File: src/logic/surf_cmd_pkg.sv
`default_nettype none

package surf_cmd_pkg;

    // payload widths of the three splice queues
    localparam int RUNCMD_W = 2;
    localparam int TRIG_W   = 15;
    localparam int FW_W     = 8;

    // run command, zero means no command
    typedef logic [RUNCMD_W-1:0] runcmd_t;

    // trigger request, zero means no trigger
    typedef logic [TRIG_W-1:0] trig_t;

    // one firmware-load byte
    typedef logic [FW_W-1:0] fw_t;

    // 32-bit command word as sent to the digitizer boards, msb first
    typedef struct packed {
        // untouched by the splicer
        logic [5:0] reserved;
        // fw_byte carries data only when this is set
        logic       fw_valid;
        fw_t        fw_byte;
        trig_t      trig;
        runcmd_t    runcmd;
    } cmd_word_t;

endpackage

`default_nettype wire

File: src/logic/wb_pkg.sv
`default_nettype none

package wb_pkg;

    localparam int WB_ADR_W = 12;
    localparam int WB_DAT_W = 32;

    typedef logic [WB_ADR_W-1:0] wb_adr_t;

    // master to target
    typedef struct packed {
        logic                cyc;
        logic                stb;
        logic                we;
        wb_adr_t             adr;
        logic [3:0]          sel;
        logic [WB_DAT_W-1:0] dat;
    } wb_req_t;

    // target to master, err and rty are not carried
    typedef struct packed {
        logic                ack;
        logic [WB_DAT_W-1:0] dat;
    } wb_rsp_t;

    // register map, byte addresses
    localparam wb_adr_t ADDR_RUNCMD = 12'h000;
    localparam wb_adr_t ADDR_TRIG   = 12'h004;
    localparam wb_adr_t ADDR_FW     = 12'h008;
    // read only: fw byte count in 31:16, queue full flags in 2:0
    localparam wb_adr_t ADDR_STATUS = 12'h00C;

endpackage

`default_nettype wire

File: src/logic/splice_fifo.sv
`default_nettype none

module splice_fifo #(
    parameter int unsigned FIFO_DEPTH = 4,
    parameter type         payload_t  = logic [7:0]
) (
    input  wire logic     sysclk_i,
    input  wire logic     arst_n_i,
    // push side
    input  wire logic     push_valid_i,
    input  wire payload_t push_data_i,
    output logic          push_ready_o,
    // pop side, head entry is always presented
    output logic          pop_valid_o,
    output payload_t      pop_data_o,
    input  wire logic     pop_ready_i
);

    localparam int AW = (FIFO_DEPTH > 1) ? $clog2(FIFO_DEPTH) : 1;
    localparam int CW = $clog2(FIFO_DEPTH + 1);
    localparam logic [AW-1:0] LAST_IDX = AW'(FIFO_DEPTH - 1);

    payload_t      mem [FIFO_DEPTH];
    logic [AW-1:0] wr_ptr;
    logic [AW-1:0] rd_ptr;
    logic [CW-1:0] count;
    logic          push;
    logic          pop;

    assign push_ready_o = (count != CW'(FIFO_DEPTH));
    assign pop_valid_o  = (count != '0);
    assign pop_data_o   = mem[rd_ptr];

    assign push = push_valid_i & push_ready_o;
    assign pop  = pop_ready_i & pop_valid_o;

    always_ff @(posedge sysclk_i) begin
        if (push) begin
            mem[wr_ptr] <= push_data_i;
        end
    end

    always_ff @(posedge sysclk_i or negedge arst_n_i) begin
        if (!arst_n_i) begin
            wr_ptr <= '0;
            rd_ptr <= '0;
            count  <= '0;
        end else begin
            if (push) begin
                wr_ptr <= (wr_ptr == LAST_IDX) ? '0 : wr_ptr + AW'(1);
            end
            if (pop) begin
                rd_ptr <= (rd_ptr == LAST_IDX) ? '0 : rd_ptr + AW'(1);
            end
            // simultaneous push and pop leaves the count alone
            if (push && !pop) begin
                count <= count + CW'(1);
            end else if (pop && !push) begin
                count <= count - CW'(1);
            end
        end
    end

endmodule

`default_nettype wire

File: src/logic/splice_register_core.sv
`default_nettype none

module splice_register_core (
    input  wire logic                  sysclk_i,
    input  wire logic                  arst_n_i,
    // register bus
    input  wire wb_pkg::wb_req_t       wb_i,
    output wb_pkg::wb_rsp_t            wb_o,
    // run command queue push side
    output logic                       runcmd_valid_o,
    output surf_cmd_pkg::runcmd_t      runcmd_o,
    input  wire logic                  runcmd_ready_i,
    // trigger queue push side
    output logic                       trig_valid_o,
    output surf_cmd_pkg::trig_t        trig_o,
    input  wire logic                  trig_ready_i,
    // firmware byte queue push side
    output logic                       fw_valid_o,
    output surf_cmd_pkg::fw_t          fw_o,
    input  wire logic                  fw_ready_i,
    // firmware bytes sent so far, from the splicer
    input  wire logic [15:0]           fw_sent_i
);

    import wb_pkg::*;
    import surf_cmd_pkg::*;

    logic                ack_q;
    logic [WB_DAT_W-1:0] rd_dat_q;
    logic [WB_DAT_W-1:0] status;
    logic                access;
    logic                wr_runcmd;
    logic                wr_trig;
    logic                wr_fw;
    logic                done;

    // payloads come straight off the write data
    assign runcmd_o = wb_i.dat[RUNCMD_W-1:0];
    assign trig_o   = wb_i.dat[TRIG_W-1:0];
    assign fw_o     = wb_i.dat[FW_W-1:0];

    // full flags are the inverse of the queue ready lines
    assign status = {fw_sent_i, 13'd0, ~fw_ready_i, ~trig_ready_i, ~runcmd_ready_i};

    always_comb begin
        // no new access while ack is up, the master still holds the request then
        access = wb_i.cyc & wb_i.stb & ~ack_q;

        // zero runcmd or trig is acked but never queued
        wr_runcmd = access & wb_i.we & (wb_i.adr == ADDR_RUNCMD) & (runcmd_o != '0);
        wr_trig   = access & wb_i.we & (wb_i.adr == ADDR_TRIG) & (trig_o != '0);
        wr_fw     = access & wb_i.we & (wb_i.adr == ADDR_FW);

        // a push to a full queue stalls the whole transfer
        done = access
             & ~(wr_runcmd & ~runcmd_ready_i)
             & ~(wr_trig & ~trig_ready_i)
             & ~(wr_fw & ~fw_ready_i);
    end

    assign runcmd_valid_o = wr_runcmd;
    assign trig_valid_o   = wr_trig;
    assign fw_valid_o     = wr_fw;

    // one ack per transfer, the cycle after it completes
    always_ff @(posedge sysclk_i or negedge arst_n_i) begin
        if (!arst_n_i) begin
            ack_q <= 1'b0;
        end else begin
            ack_q <= done;
        end
    end

    // everything but status reads back as zero
    always_ff @(posedge sysclk_i) begin
        if (done) begin
            if (!wb_i.we && wb_i.adr == ADDR_STATUS) begin
                rd_dat_q <= status;
            end else begin
                rd_dat_q <= '0;
            end
        end
    end

    always_comb begin
        wb_o.ack = ack_q;
        wb_o.dat = rd_dat_q;
    end

endmodule

`default_nettype wire

File: src/logic/cmd_splicer.sv
`default_nettype none

module cmd_splicer (
    input  wire logic                    sysclk_i,
    input  wire logic                    arst_n_i,
    // command words from the controller
    input  wire surf_cmd_pkg::cmd_word_t command_i,
    input  wire logic                    command_valid_i,
    input  wire logic                    command_locked_i,
    // queue heads
    input  wire logic                    runcmd_valid_i,
    input  wire surf_cmd_pkg::runcmd_t   runcmd_i,
    output logic                         runcmd_ready_o,
    input  wire logic                    trig_valid_i,
    input  wire surf_cmd_pkg::trig_t     trig_i,
    output logic                         trig_ready_o,
    input  wire logic                    fw_valid_i,
    input  wire surf_cmd_pkg::fw_t       fw_i,
    output logic                         fw_ready_o,
    // merged word, one cycle behind command_valid_i
    output surf_cmd_pkg::cmd_word_t      spliced_o,
    output logic                         spliced_valid_o,
    output logic [15:0]                  fw_sent_o
);

    import surf_cmd_pkg::*;

    logic      splice_en;
    logic      fill_runcmd;
    logic      fill_trig;
    logic      fill_fw;
    cmd_word_t merged;
    cmd_word_t spliced_q;
    logic      spliced_valid_q;
    logic [15:0] fw_sent_q;

    // an unlocked link passes words through and pops nothing
    assign splice_en = command_valid_i & command_locked_i;

    // each empty field takes its queue head on its own
    assign fill_runcmd = splice_en & (command_i.runcmd == '0) & runcmd_valid_i;
    assign fill_trig   = splice_en & (command_i.trig == '0) & trig_valid_i;
    assign fill_fw     = splice_en & ~command_i.fw_valid & fw_valid_i;

    // a filled field pops its queue in the same cycle
    assign runcmd_ready_o = fill_runcmd;
    assign trig_ready_o   = fill_trig;
    assign fw_ready_o     = fill_fw;

    always_comb begin
        merged = command_i;
        if (fill_runcmd) begin
            merged.runcmd = runcmd_i;
        end
        if (fill_trig) begin
            merged.trig = trig_i;
        end
        if (fill_fw) begin
            merged.fw_byte  = fw_i;
            merged.fw_valid = 1'b1;
        end
    end

    always_ff @(posedge sysclk_i) begin
        if (command_valid_i) begin
            spliced_q <= merged;
        end
    end

    always_ff @(posedge sysclk_i or negedge arst_n_i) begin
        if (!arst_n_i) begin
            spliced_valid_q <= 1'b0;
            fw_sent_q       <= '0;
        end else begin
            spliced_valid_q <= command_valid_i;
            // counter wraps
            if (fill_fw) begin
                fw_sent_q <= fw_sent_q + 16'd1;
            end
        end
    end

    assign spliced_o       = spliced_q;
    assign spliced_valid_o = spliced_valid_q;
    assign fw_sent_o       = fw_sent_q;

endmodule

`default_nettype wire

File: src/logic/surfturf_bridge.sv
`default_nettype none

module surfturf_bridge #(
    parameter int unsigned FIFO_DEPTH = 4
) (
    input  wire logic                    sysclk_i,
    input  wire logic                    arst_n_i,
    input  wire wb_pkg::wb_req_t         wb_i,
    output wb_pkg::wb_rsp_t              wb_o,
    input  wire surf_cmd_pkg::cmd_word_t command_i,
    input  wire logic                    command_valid_i,
    input  wire logic                    command_locked_i,
    output surf_cmd_pkg::cmd_word_t      spliced_o,
    output logic                         spliced_valid_o
);

    import surf_cmd_pkg::*;

    // push side, core to queues
    logic    runcmd_push_valid;
    runcmd_t runcmd_push_data;
    logic    runcmd_push_ready;
    logic    trig_push_valid;
    trig_t   trig_push_data;
    logic    trig_push_ready;
    logic    fw_push_valid;
    fw_t     fw_push_data;
    logic    fw_push_ready;

    // pop side, queues to splicer
    logic    runcmd_pop_valid;
    runcmd_t runcmd_pop_data;
    logic    runcmd_pop_ready;
    logic    trig_pop_valid;
    trig_t   trig_pop_data;
    logic    trig_pop_ready;
    logic    fw_pop_valid;
    fw_t     fw_pop_data;
    logic    fw_pop_ready;

    logic [15:0] fw_sent;

    splice_register_core u_core (
        .sysclk_i       (sysclk_i),
        .arst_n_i       (arst_n_i),
        .wb_i           (wb_i),
        .wb_o           (wb_o),
        .runcmd_valid_o (runcmd_push_valid),
        .runcmd_o       (runcmd_push_data),
        .runcmd_ready_i (runcmd_push_ready),
        .trig_valid_o   (trig_push_valid),
        .trig_o         (trig_push_data),
        .trig_ready_i   (trig_push_ready),
        .fw_valid_o     (fw_push_valid),
        .fw_o           (fw_push_data),
        .fw_ready_i     (fw_push_ready),
        .fw_sent_i      (fw_sent)
    );

    splice_fifo #(
        .FIFO_DEPTH (FIFO_DEPTH),
        .payload_t  (runcmd_t)
    ) u_runcmd_q (
        .sysclk_i     (sysclk_i),
        .arst_n_i     (arst_n_i),
        .push_valid_i (runcmd_push_valid),
        .push_data_i  (runcmd_push_data),
        .push_ready_o (runcmd_push_ready),
        .pop_valid_o  (runcmd_pop_valid),
        .pop_data_o   (runcmd_pop_data),
        .pop_ready_i  (runcmd_pop_ready)
    );

    splice_fifo #(
        .FIFO_DEPTH (FIFO_DEPTH),
        .payload_t  (trig_t)
    ) u_trig_q (
        .sysclk_i     (sysclk_i),
        .arst_n_i     (arst_n_i),
        .push_valid_i (trig_push_valid),
        .push_data_i  (trig_push_data),
        .push_ready_o (trig_push_ready),
        .pop_valid_o  (trig_pop_valid),
        .pop_data_o   (trig_pop_data),
        .pop_ready_i  (trig_pop_ready)
    );

    splice_fifo #(
        .FIFO_DEPTH (FIFO_DEPTH),
        .payload_t  (fw_t)
    ) u_fw_q (
        .sysclk_i     (sysclk_i),
        .arst_n_i     (arst_n_i),
        .push_valid_i (fw_push_valid),
        .push_data_i  (fw_push_data),
        .push_ready_o (fw_push_ready),
        .pop_valid_o  (fw_pop_valid),
        .pop_data_o   (fw_pop_data),
        .pop_ready_i  (fw_pop_ready)
    );

    cmd_splicer u_splicer (
        .sysclk_i         (sysclk_i),
        .arst_n_i         (arst_n_i),
        .command_i        (command_i),
        .command_valid_i  (command_valid_i),
        .command_locked_i (command_locked_i),
        .runcmd_valid_i   (runcmd_pop_valid),
        .runcmd_i         (runcmd_pop_data),
        .runcmd_ready_o   (runcmd_pop_ready),
        .trig_valid_i     (trig_pop_valid),
        .trig_i           (trig_pop_data),
        .trig_ready_o     (trig_pop_ready),
        .fw_valid_i       (fw_pop_valid),
        .fw_i             (fw_pop_data),
        .fw_ready_o       (fw_pop_ready),
        .spliced_o        (spliced_o),
        .spliced_valid_o  (spliced_valid_o),
        .fw_sent_o        (fw_sent)
    );

endmodule

`default_nettype wire

File: config.mk
export PLATFORM = sky130hd
export DESIGN_NAME = surfturf_bridge
export DESIGN_NICKNAME = d
export VERILOG_FILES = /design/src/logic/surf_cmd_pkg.sv /design/src/logic/wb_pkg.sv /design/src/logic/splice_fifo.sv /design/src/logic/splice_register_core.sv /design/src/logic/cmd_splicer.sv /design/src/logic/surfturf_bridge.sv
export SDC_FILE = /design/constraint.sdc
export NUM_CORES = 1
export LEC_CHECK = 0
export BUFFER_PORTS_ARGS = -buffer_cell sky130_fd_sc_hd__buf_2
export CAP_MARGIN = 20
export CORE_ASPECT_RATIO = 0.75
export CORE_MARGIN = 3
export CORE_UTILIZATION = 41
export DETAILED_ROUTE_END_ITERATION = 10
export HOLD_SLACK_MARGIN = 0.05
export PLACE_DENSITY_LB_ADDON = 0.08
export SLEW_MARGIN = 5
export SYNTH_ARGS = -nofsm -noshare
export SYNTH_HDL_FRONTEND = slang
export SYNTH_SLANG_ARGS = --single-unit
export TNS_END_PERCENT = 100
File: constraint.sdc
create_clock -name sysclk_i -period 4.57 [get_ports sysclk_i]
set_input_delay 0.914 -clock sysclk_i [delete_from_list [all_inputs] [get_ports sysclk_i]]
set_output_delay 0.914 -clock sysclk_i [all_outputs]
set_load 0.05 [all_outputs]
=== Yosys cells after proc, flatten, opt, wreduce, memory -nomap -nowiden ===
Memory sizes are Yosys's and may differ from the RTL's.
Index checks and enable logic that the tools add are counted.

* Register bits: 103
* Bits in writable memories: 100
* Output and inout bits: 66
* Word-level logic and storage cells: 128
* Memories: 3

* Add/sub/neg operators: 13
* Eq/ne operators: 12
* Muxes and demuxes: 21
* Bitwise operators: 35
* Reductions and logical operators: 25

{| class="wikitable"
|+ Memories
! name !! words !! bits a word !! read ports !! clocked after Yosys merged registers in !! wr ports !! RTL line !! text
|-
| u_trig_q.mem || 4 || 15 || 1 || 0 || 1 || splice_fifo.sv:23 || <nowiki>payload_t mem [FIFO_DEPTH];</nowiki>
|-
| u_fw_q.mem || 4 || 8 || 1 || 0 || 1 || splice_fifo.sv:23 ||
|-
| u_runcmd_q.mem || 4 || 2 || 1 || 0 || 1 || splice_fifo.sv:23 ||
|}

{| class="wikitable"
|+ Operators by type and width
! cell !! count
|-
| 1-bit bitwise AND || 27
|-
| 12-bit by 4-bit == test with 1-bit output, second input constant || 2
|-
| 3-bit 2-to-1 mux || 6
|-
| 16-bit by 1-bit adder with 16-bit output, second input constant || 1
|-
| 15-bit zero test || 1
|-
| 15-bit 2-to-1 mux || 1
|-
| 15-bit nonzero test || 1
|-
| 2-bit 2-to-1 mux || 7
|-
| 2-bit by 1-bit adder with 2-bit output, second input constant || 6
|-
| 12-bit by 3-bit == test with 1-bit output, second input constant || 1
|-
| 2-bit == test, second input constant || 6
|-
| 12-bit zero test || 1
|-
| 3-bit by 1-bit adder with 3-bit output, second input constant || 3
|-
| 3-bit inequality test, second input constant || 3
|-
| 3-bit nonzero test || 3
|-
| 3-bit by 1-bit subtractor with 3-bit output, second input constant || 3
|-
| 8-bit 2-to-1 mux || 1
|-
| 1-bit NOT || 8
|-
| 2-bit nonzero test || 4
|-
| 1-bit logical AND || 7
|-
| 1-bit zero test || 7
|-
| 1-bit 2-to-1 mux || 6
|-
| 2-bit zero test || 1
|}

=== Depth between registers and ports, before layout ===
* Word-level depth: 10
* Depth in mapped cells: 10
* Gate-level depth less buffers: 9

=== By module ===
Synthesis repeated with hierarchy kept, for this count alone.

* Cells, all modules: 497
* Area, all modules: 8194.1 um2

{| class="wikitable"
|+ By module, submodules not included
! module !! instances !! cells an instance !! area each (um2) !! seq. area each (um2)
|-
| splice_fifo (u_trig_q) || 1 || 116 || 2643.8 || 1976.9
|-
| cmd_splicer || 1 || 150 || 2025.7 || 1386.3
|-
| splice_fifo (u_fw_q) || 1 || 78 || 1594.0 || 1136.1
|-
| splice_register_core || 1 || 106 || 1196.1 || 595.6
|-
| splice_fifo (u_runcmd_q) || 1 || 47 || 734.5 || 415.4
|}

=== Worst setup path before layout ===
Ideal clock, no wire load.

* Path type: input to register
* Start point: input command_i[2] (netlist name)
* End point: register u_trig_q.count[1]
* Setup time: 0.125 ns
* Data arrival time: 2.892 ns
* Required time: 4.445 ns
* Setup slack: 1.553 ns
* Stages on the path: 8
* Cells stage by stage: or4_1 nor2_1 nand4_2 buf_2 ha_1 inv_1 fa_1 mux2_2

* Cells in the longest elaborated chain, start to end: 7
* Elaborated cells on any way between the ends: 9
* Classes of those cells: mux: 1; bitwise: 3; reduce/logical: 5

{| class="wikitable"
|+ RTL lines
! what !! RTL line !! text
|-
| start, declared || surfturf_bridge.sv:10 || <nowiki>input wire surf_cmd_pkg::cmd_word_t command_i,</nowiki>
|-
| 15-bit zero test (*) || cmd_splicer.sv:42 || <nowiki>assign fill_trig = splice_en & (command_i.trig == '0) & trig_valid_i;</nowiki>
|-
| 1-bit bitwise AND (*) (2 in a row) || cmd_splicer.sv:42 ||
|-
| 1-bit bitwise AND (*) || splice_fifo.sv:35 || <nowiki>assign pop = pop_ready_i & pop_valid_o;</nowiki>
|-
| 1-bit zero test || splice_fifo.sv:56 || <nowiki>if (push && !pop) begin</nowiki>
|-
| 1-bit logical AND || splice_fifo.sv:56 ||
|-
| 3-bit 2-to-1 mux / 2-bit nonzero test (equally long branches) || - ||
|-
| end signal, assigned || splice_fifo.sv:57 || <nowiki>count <= count + CW'(1);</nowiki>
|-
| end signal, assigned || splice_fifo.sv:59 || <nowiki>count <= count - CW'(1);</nowiki>
|-
| end, declared || splice_fifo.sv:26 || <nowiki>logic [CW-1:0] count;</nowiki>
|}

Every way passes the cells marked *; elsewhere a longest branch is shown, timed or not.
A chain may end at the register's enable or synchronous reset.

=== Final worst setup path ===
* Start point: input wb_i[37] (netlist name)
* End point: register u_runcmd_q.count[2]

* Cells in the longest elaborated chain, start to end: 7
* Elaborated cells on any way between the ends: 9
* Classes of those cells: mux: 1; bitwise: 3; reduce/logical: 5

{| class="wikitable"
|+ RTL lines
! what !! RTL line !! text
|-
| start, declared || surfturf_bridge.sv:8 || <nowiki>input wire wb_pkg::wb_req_t wb_i,</nowiki>
|-
| 12-bit zero test (*) || splice_register_core.sv:50 || <nowiki>wr_runcmd = access & wb_i.we & (wb_i.adr == ADDR_RUNCMD) & (runcmd_o != '0);</nowiki>
|-
| 1-bit bitwise AND (*) (2 in a row) || splice_register_core.sv:50 ||
|-
| 1-bit bitwise AND (*) || splice_fifo.sv:34 || <nowiki>assign push = push_valid_i & push_ready_o;</nowiki>
|-
| net u_runcmd_q.push || splice_fifo.sv:27 || <nowiki>logic push;</nowiki>
|-
| 1-bit zero test || splice_fifo.sv:58 || <nowiki>end else if (pop && !push) begin</nowiki>
|-
| 1-bit logical AND || splice_fifo.sv:58 ||
|-
| 2-bit nonzero test (no line) || - ||
|-
| end signal, assigned || splice_fifo.sv:57 ||
|-
| end signal, assigned || splice_fifo.sv:59 ||
|-
| end, declared || splice_fifo.sv:26 ||
|}

The timed path passes the listed nets; every way through them passes the cells marked *.

==> out/qor.csv <==
metric;value;unit
worst r2r path cells;9;
Starting Density;0.423;
CTS tree;yes;
setup_tns;0;ns
Worst-Skew Late Latency;0.43;ns
first-pass GRT wire length;23.3;mm
Mapped Area;0.00792;mm^2
Worst EP required;4.92;ns
number of max-cap violations;0;
max-slew violation count;0;
Final period util;0.642;
number of diodes;0;
# fillers;1589;
CP max stage cell;nor4_4;
Clock Tree Root;clkbuf_16;
Max VDD drop;241;uV
routed len/inst;17.7;um
number of buffers added on ports;118;
Nets;695;
antenna violations before repair;0;
Worst Path Max Fanout;7;
largest net degree at the start of global routing;40;
Lkg Pwr;3.63;nW
Finish-stage setup viols;0;
FFs w/ async S/R, synth;0.205;
total number of vias;4103;
Sink Count;190;
R2R Path Start;u_core.ack_q;
RSZ-0062 raised after global routing;false;
commonest non-fill, non-tap cell in the layout;edfxtp_1;
Reg power frac;0.506;
post-layout min period;2.93;ns
GPL Wtd Cong;0.761;
worst path arrival time;3.29;ns
commonest non-fill, non-tap cells in the layout;edfxtp_1, buf_2, dfrtp_1;
CTS H-tree lvls;4;
Critical path destination;u_runcmd_q.count[2];
Num CTS Buffers;17;
r2r setup slk;1.95;ns
reg2reg end;u_runcmd_q.count[2];
vias in the first global route;4190;
Mapped Cells;457;
Clock power frac;0.377;
worst min path class;reg -> reg;
layout cells sized above 1;0.354;
CP Cell Sequence;buf_2 -> nor4_4 -> nand4_1 -> nor4_4 -> ha_1 -> inv_1 -> fa_1 -> xor2_1 -> nor2_1 -> xor2_1;
power per cell area;439;mW/mm^2
sequential area share after synthesis;0.696;
worst setup path start;wb_i[37];
EDFF count, synth;151;
Internal Power;3.08;mW
router iterations before antenna repair;5;
cts repair resizes;0;
sw power;1.03;mW
Most used DFF post-synth;edfxtp_1;
Via density;4.85;
Net Sw Frac;0.251;
postcts setup bufs;0;
combinational share of power;0.117;
global-route usage over all layers;0.146;
die width;166;um
synthesized area per cell;17.3;um^2
Reg clk slew, reported paths;0.07;ns
CTS Hold Bufs;0;
flop and latch count out of synthesis;190;
chip height;126;um
relative slew slack;0.336;
DRT antenna net count;0;
grt ovf;0;
Syn. warnings;0;
CP endpoint kind;flip-flop;
area grow syn2layout;18.4;%
Clock Skews;0.0134;ns
Critical Path Max Stage Delay;0.57;ns
# DRC;0;
DIE AREA;0.0210;mm^2
crit start category;input port;
worst-margin pin slew;0.987;ns
outcome;finished, final reports clean;
DRC marker count from the first detailed-route iteration;271;
routed wire length;15.0;mm
post-synthesis cell type count;43;
hold slack;0.475;ns
Fin. Hold Viols;0;
Max Root-Sink Buffers;2;
num rows;43;
fmax;341;MHz
IO Count;153;
core area;0.0187;mm^2
WS Path Type;in -> reg;
DP HPWL;10.2;mm
## Yosys cell counts (2+ instances only)
cell type	n	area share
mux2_2	20	0.028
nor3b_1	2	0.0019
xor2_1	10	0.011
nand3_1	4	0.0025
inv_1	27	0.013
nor4_1	9	0.0071
and2_2	4	0.0038
fa_1	3	0.0076
nor4_4	3	0.0081
dfrtp_1	39	0.12
xnor2_1	14	0.015
buf_2	7	0.0044
or4_1	2	0.0019
nand2_1	11	0.0052
mux2_4	2	0.0038
a21o_1	3	0.0028
nor3_1	5	0.0032
mux4_2	25	0.071
and4_1	2	0.0022
o21bai_1	15	0.014
edfxtp_1	151	0.57
buf_4	15	0.014
ha_1	19	0.030
and2_1	26	0.021
nand4_1	7	0.0055
nor2_1	15	0.0071
## final cells by class
class / instances / area (um^2) / share of cell area
repair buffers: 122 / 641 / 0.0683
well taps: 247 / 309 / 0.0329
inverters: 27 / 101 / 0.0108
clock buffers: 20 / 468 / 0.0499
clock inverters: 12 / 153 / 0.0163
multi-input cells: 228 / 2200 / 0.234
flip-flops and latches: 190 / 5510 / 0.587
## stage by stage
stage	instance area, um^2	utilization	setup slack (ns)	cells	power (mW)
after floorplan	7970	-	1.55	469	2.46
after global placement	8730	0.466	1.24	813	2.60
after detailed placement	8730	0.466	1.21	813	2.61
after CTS	9350	0.500	1.66	845	4.17
after global routing	9380	0.501	1.49	846	4.30
final	9380	0.501	1.64	846	4.12
## power by group through the flow
stage | clock [mW] | sequential (mW) | combinational, mW
2_1_floorplan | 0 | 2.17 | 0.291
3_3_place_gp | 0 | 2.12 | 0.477
3_5_place_dp | 0 | 2.12 | 0.488
4_1_cts | 1.59 | 2.09 | 0.491
5_1_grt | 1.66 | 2.11 | 0.528
6_report | 1.55 | 2.09 | 0.483
## flip-flops by register name (all words and copies together), names as in the netlist
register	count
u_fw_q.wr_ptr	2
u_trig_q.mem	60
u_fw_q.rd_ptr	2
u_runcmd_q.count	3
u_fw_q.mem	32
u_trig_q.rd_ptr	2
u_splicer.spliced_valid_o	1
u_trig_q.count	3
u_runcmd_q.wr_ptr	2
u_splicer.spliced_o	32
u_core.rd_dat_q	19
u_runcmd_q.rd_ptr	2
u_runcmd_q.mem	8
u_fw_q.count	3
u_core.ack_q	1
u_splicer.fw_sent_o	16
u_trig_q.wr_ptr	2
## worst min-delay path by stage
stage | startpoint | cells after the start | end
final | u_splicer.fw_sent_o[15] | 1 | u_splicer.fw_sent_o[15]
after global routing | u_splicer.fw_sent_o[15] | 1 | u_splicer.fw_sent_o[15]
after CTS | u_splicer.fw_sent_o[15] | 1 | u_splicer.fw_sent_o[15]
after detailed placement | u_splicer.fw_sent_o[15] | 1 | u_splicer.fw_sent_o[15]
after global placement | u_splicer.fw_sent_o[15] | 1 | u_splicer.fw_sent_o[15]
after floorplan | u_splicer.fw_sent_o[15] | 1 | u_splicer.fw_sent_o[15]
## cells by family (layout without fill, tap and decap cells)
family	after synthesis	count (layout)	synth area share
compound gates	20	20	0.0194
xor+xnor	24	24	0.0265
fa+ha+maj	22	22	0.0376
buf+inv	51	181	0.0324
flops	190	190	0.696
mux	47	47	0.103
other cells	1	13	0.000473
simple gates	102	102	0.0845
## per-layer routing
| layer | GRT usage | share of wire | routed length [um] | vias up |
|---|---|---|---|---|
| li1 | - | - | - | 1947 |
| met5 | 0 | 0 | 0 | - |
| met3 | 0.0455 | 0.045 | 671 | 6 |
| met2 | 0.236 | 0.49 | 7400 | 83 |
| met4 | 0.0378 | 0.0043 | 65 | 0 |
| met1 | 0.196 | 0.46 | 6820 | 2067 |
## worst max-delay path, delay by kind of cell
family	cells	cell delay, ns
simple gates	4	1.24
buf+inv	2	0.17
xor+xnor	2	0.30
fa+ha+maj	2	0.66
Power figures use the tool's default switching activity.
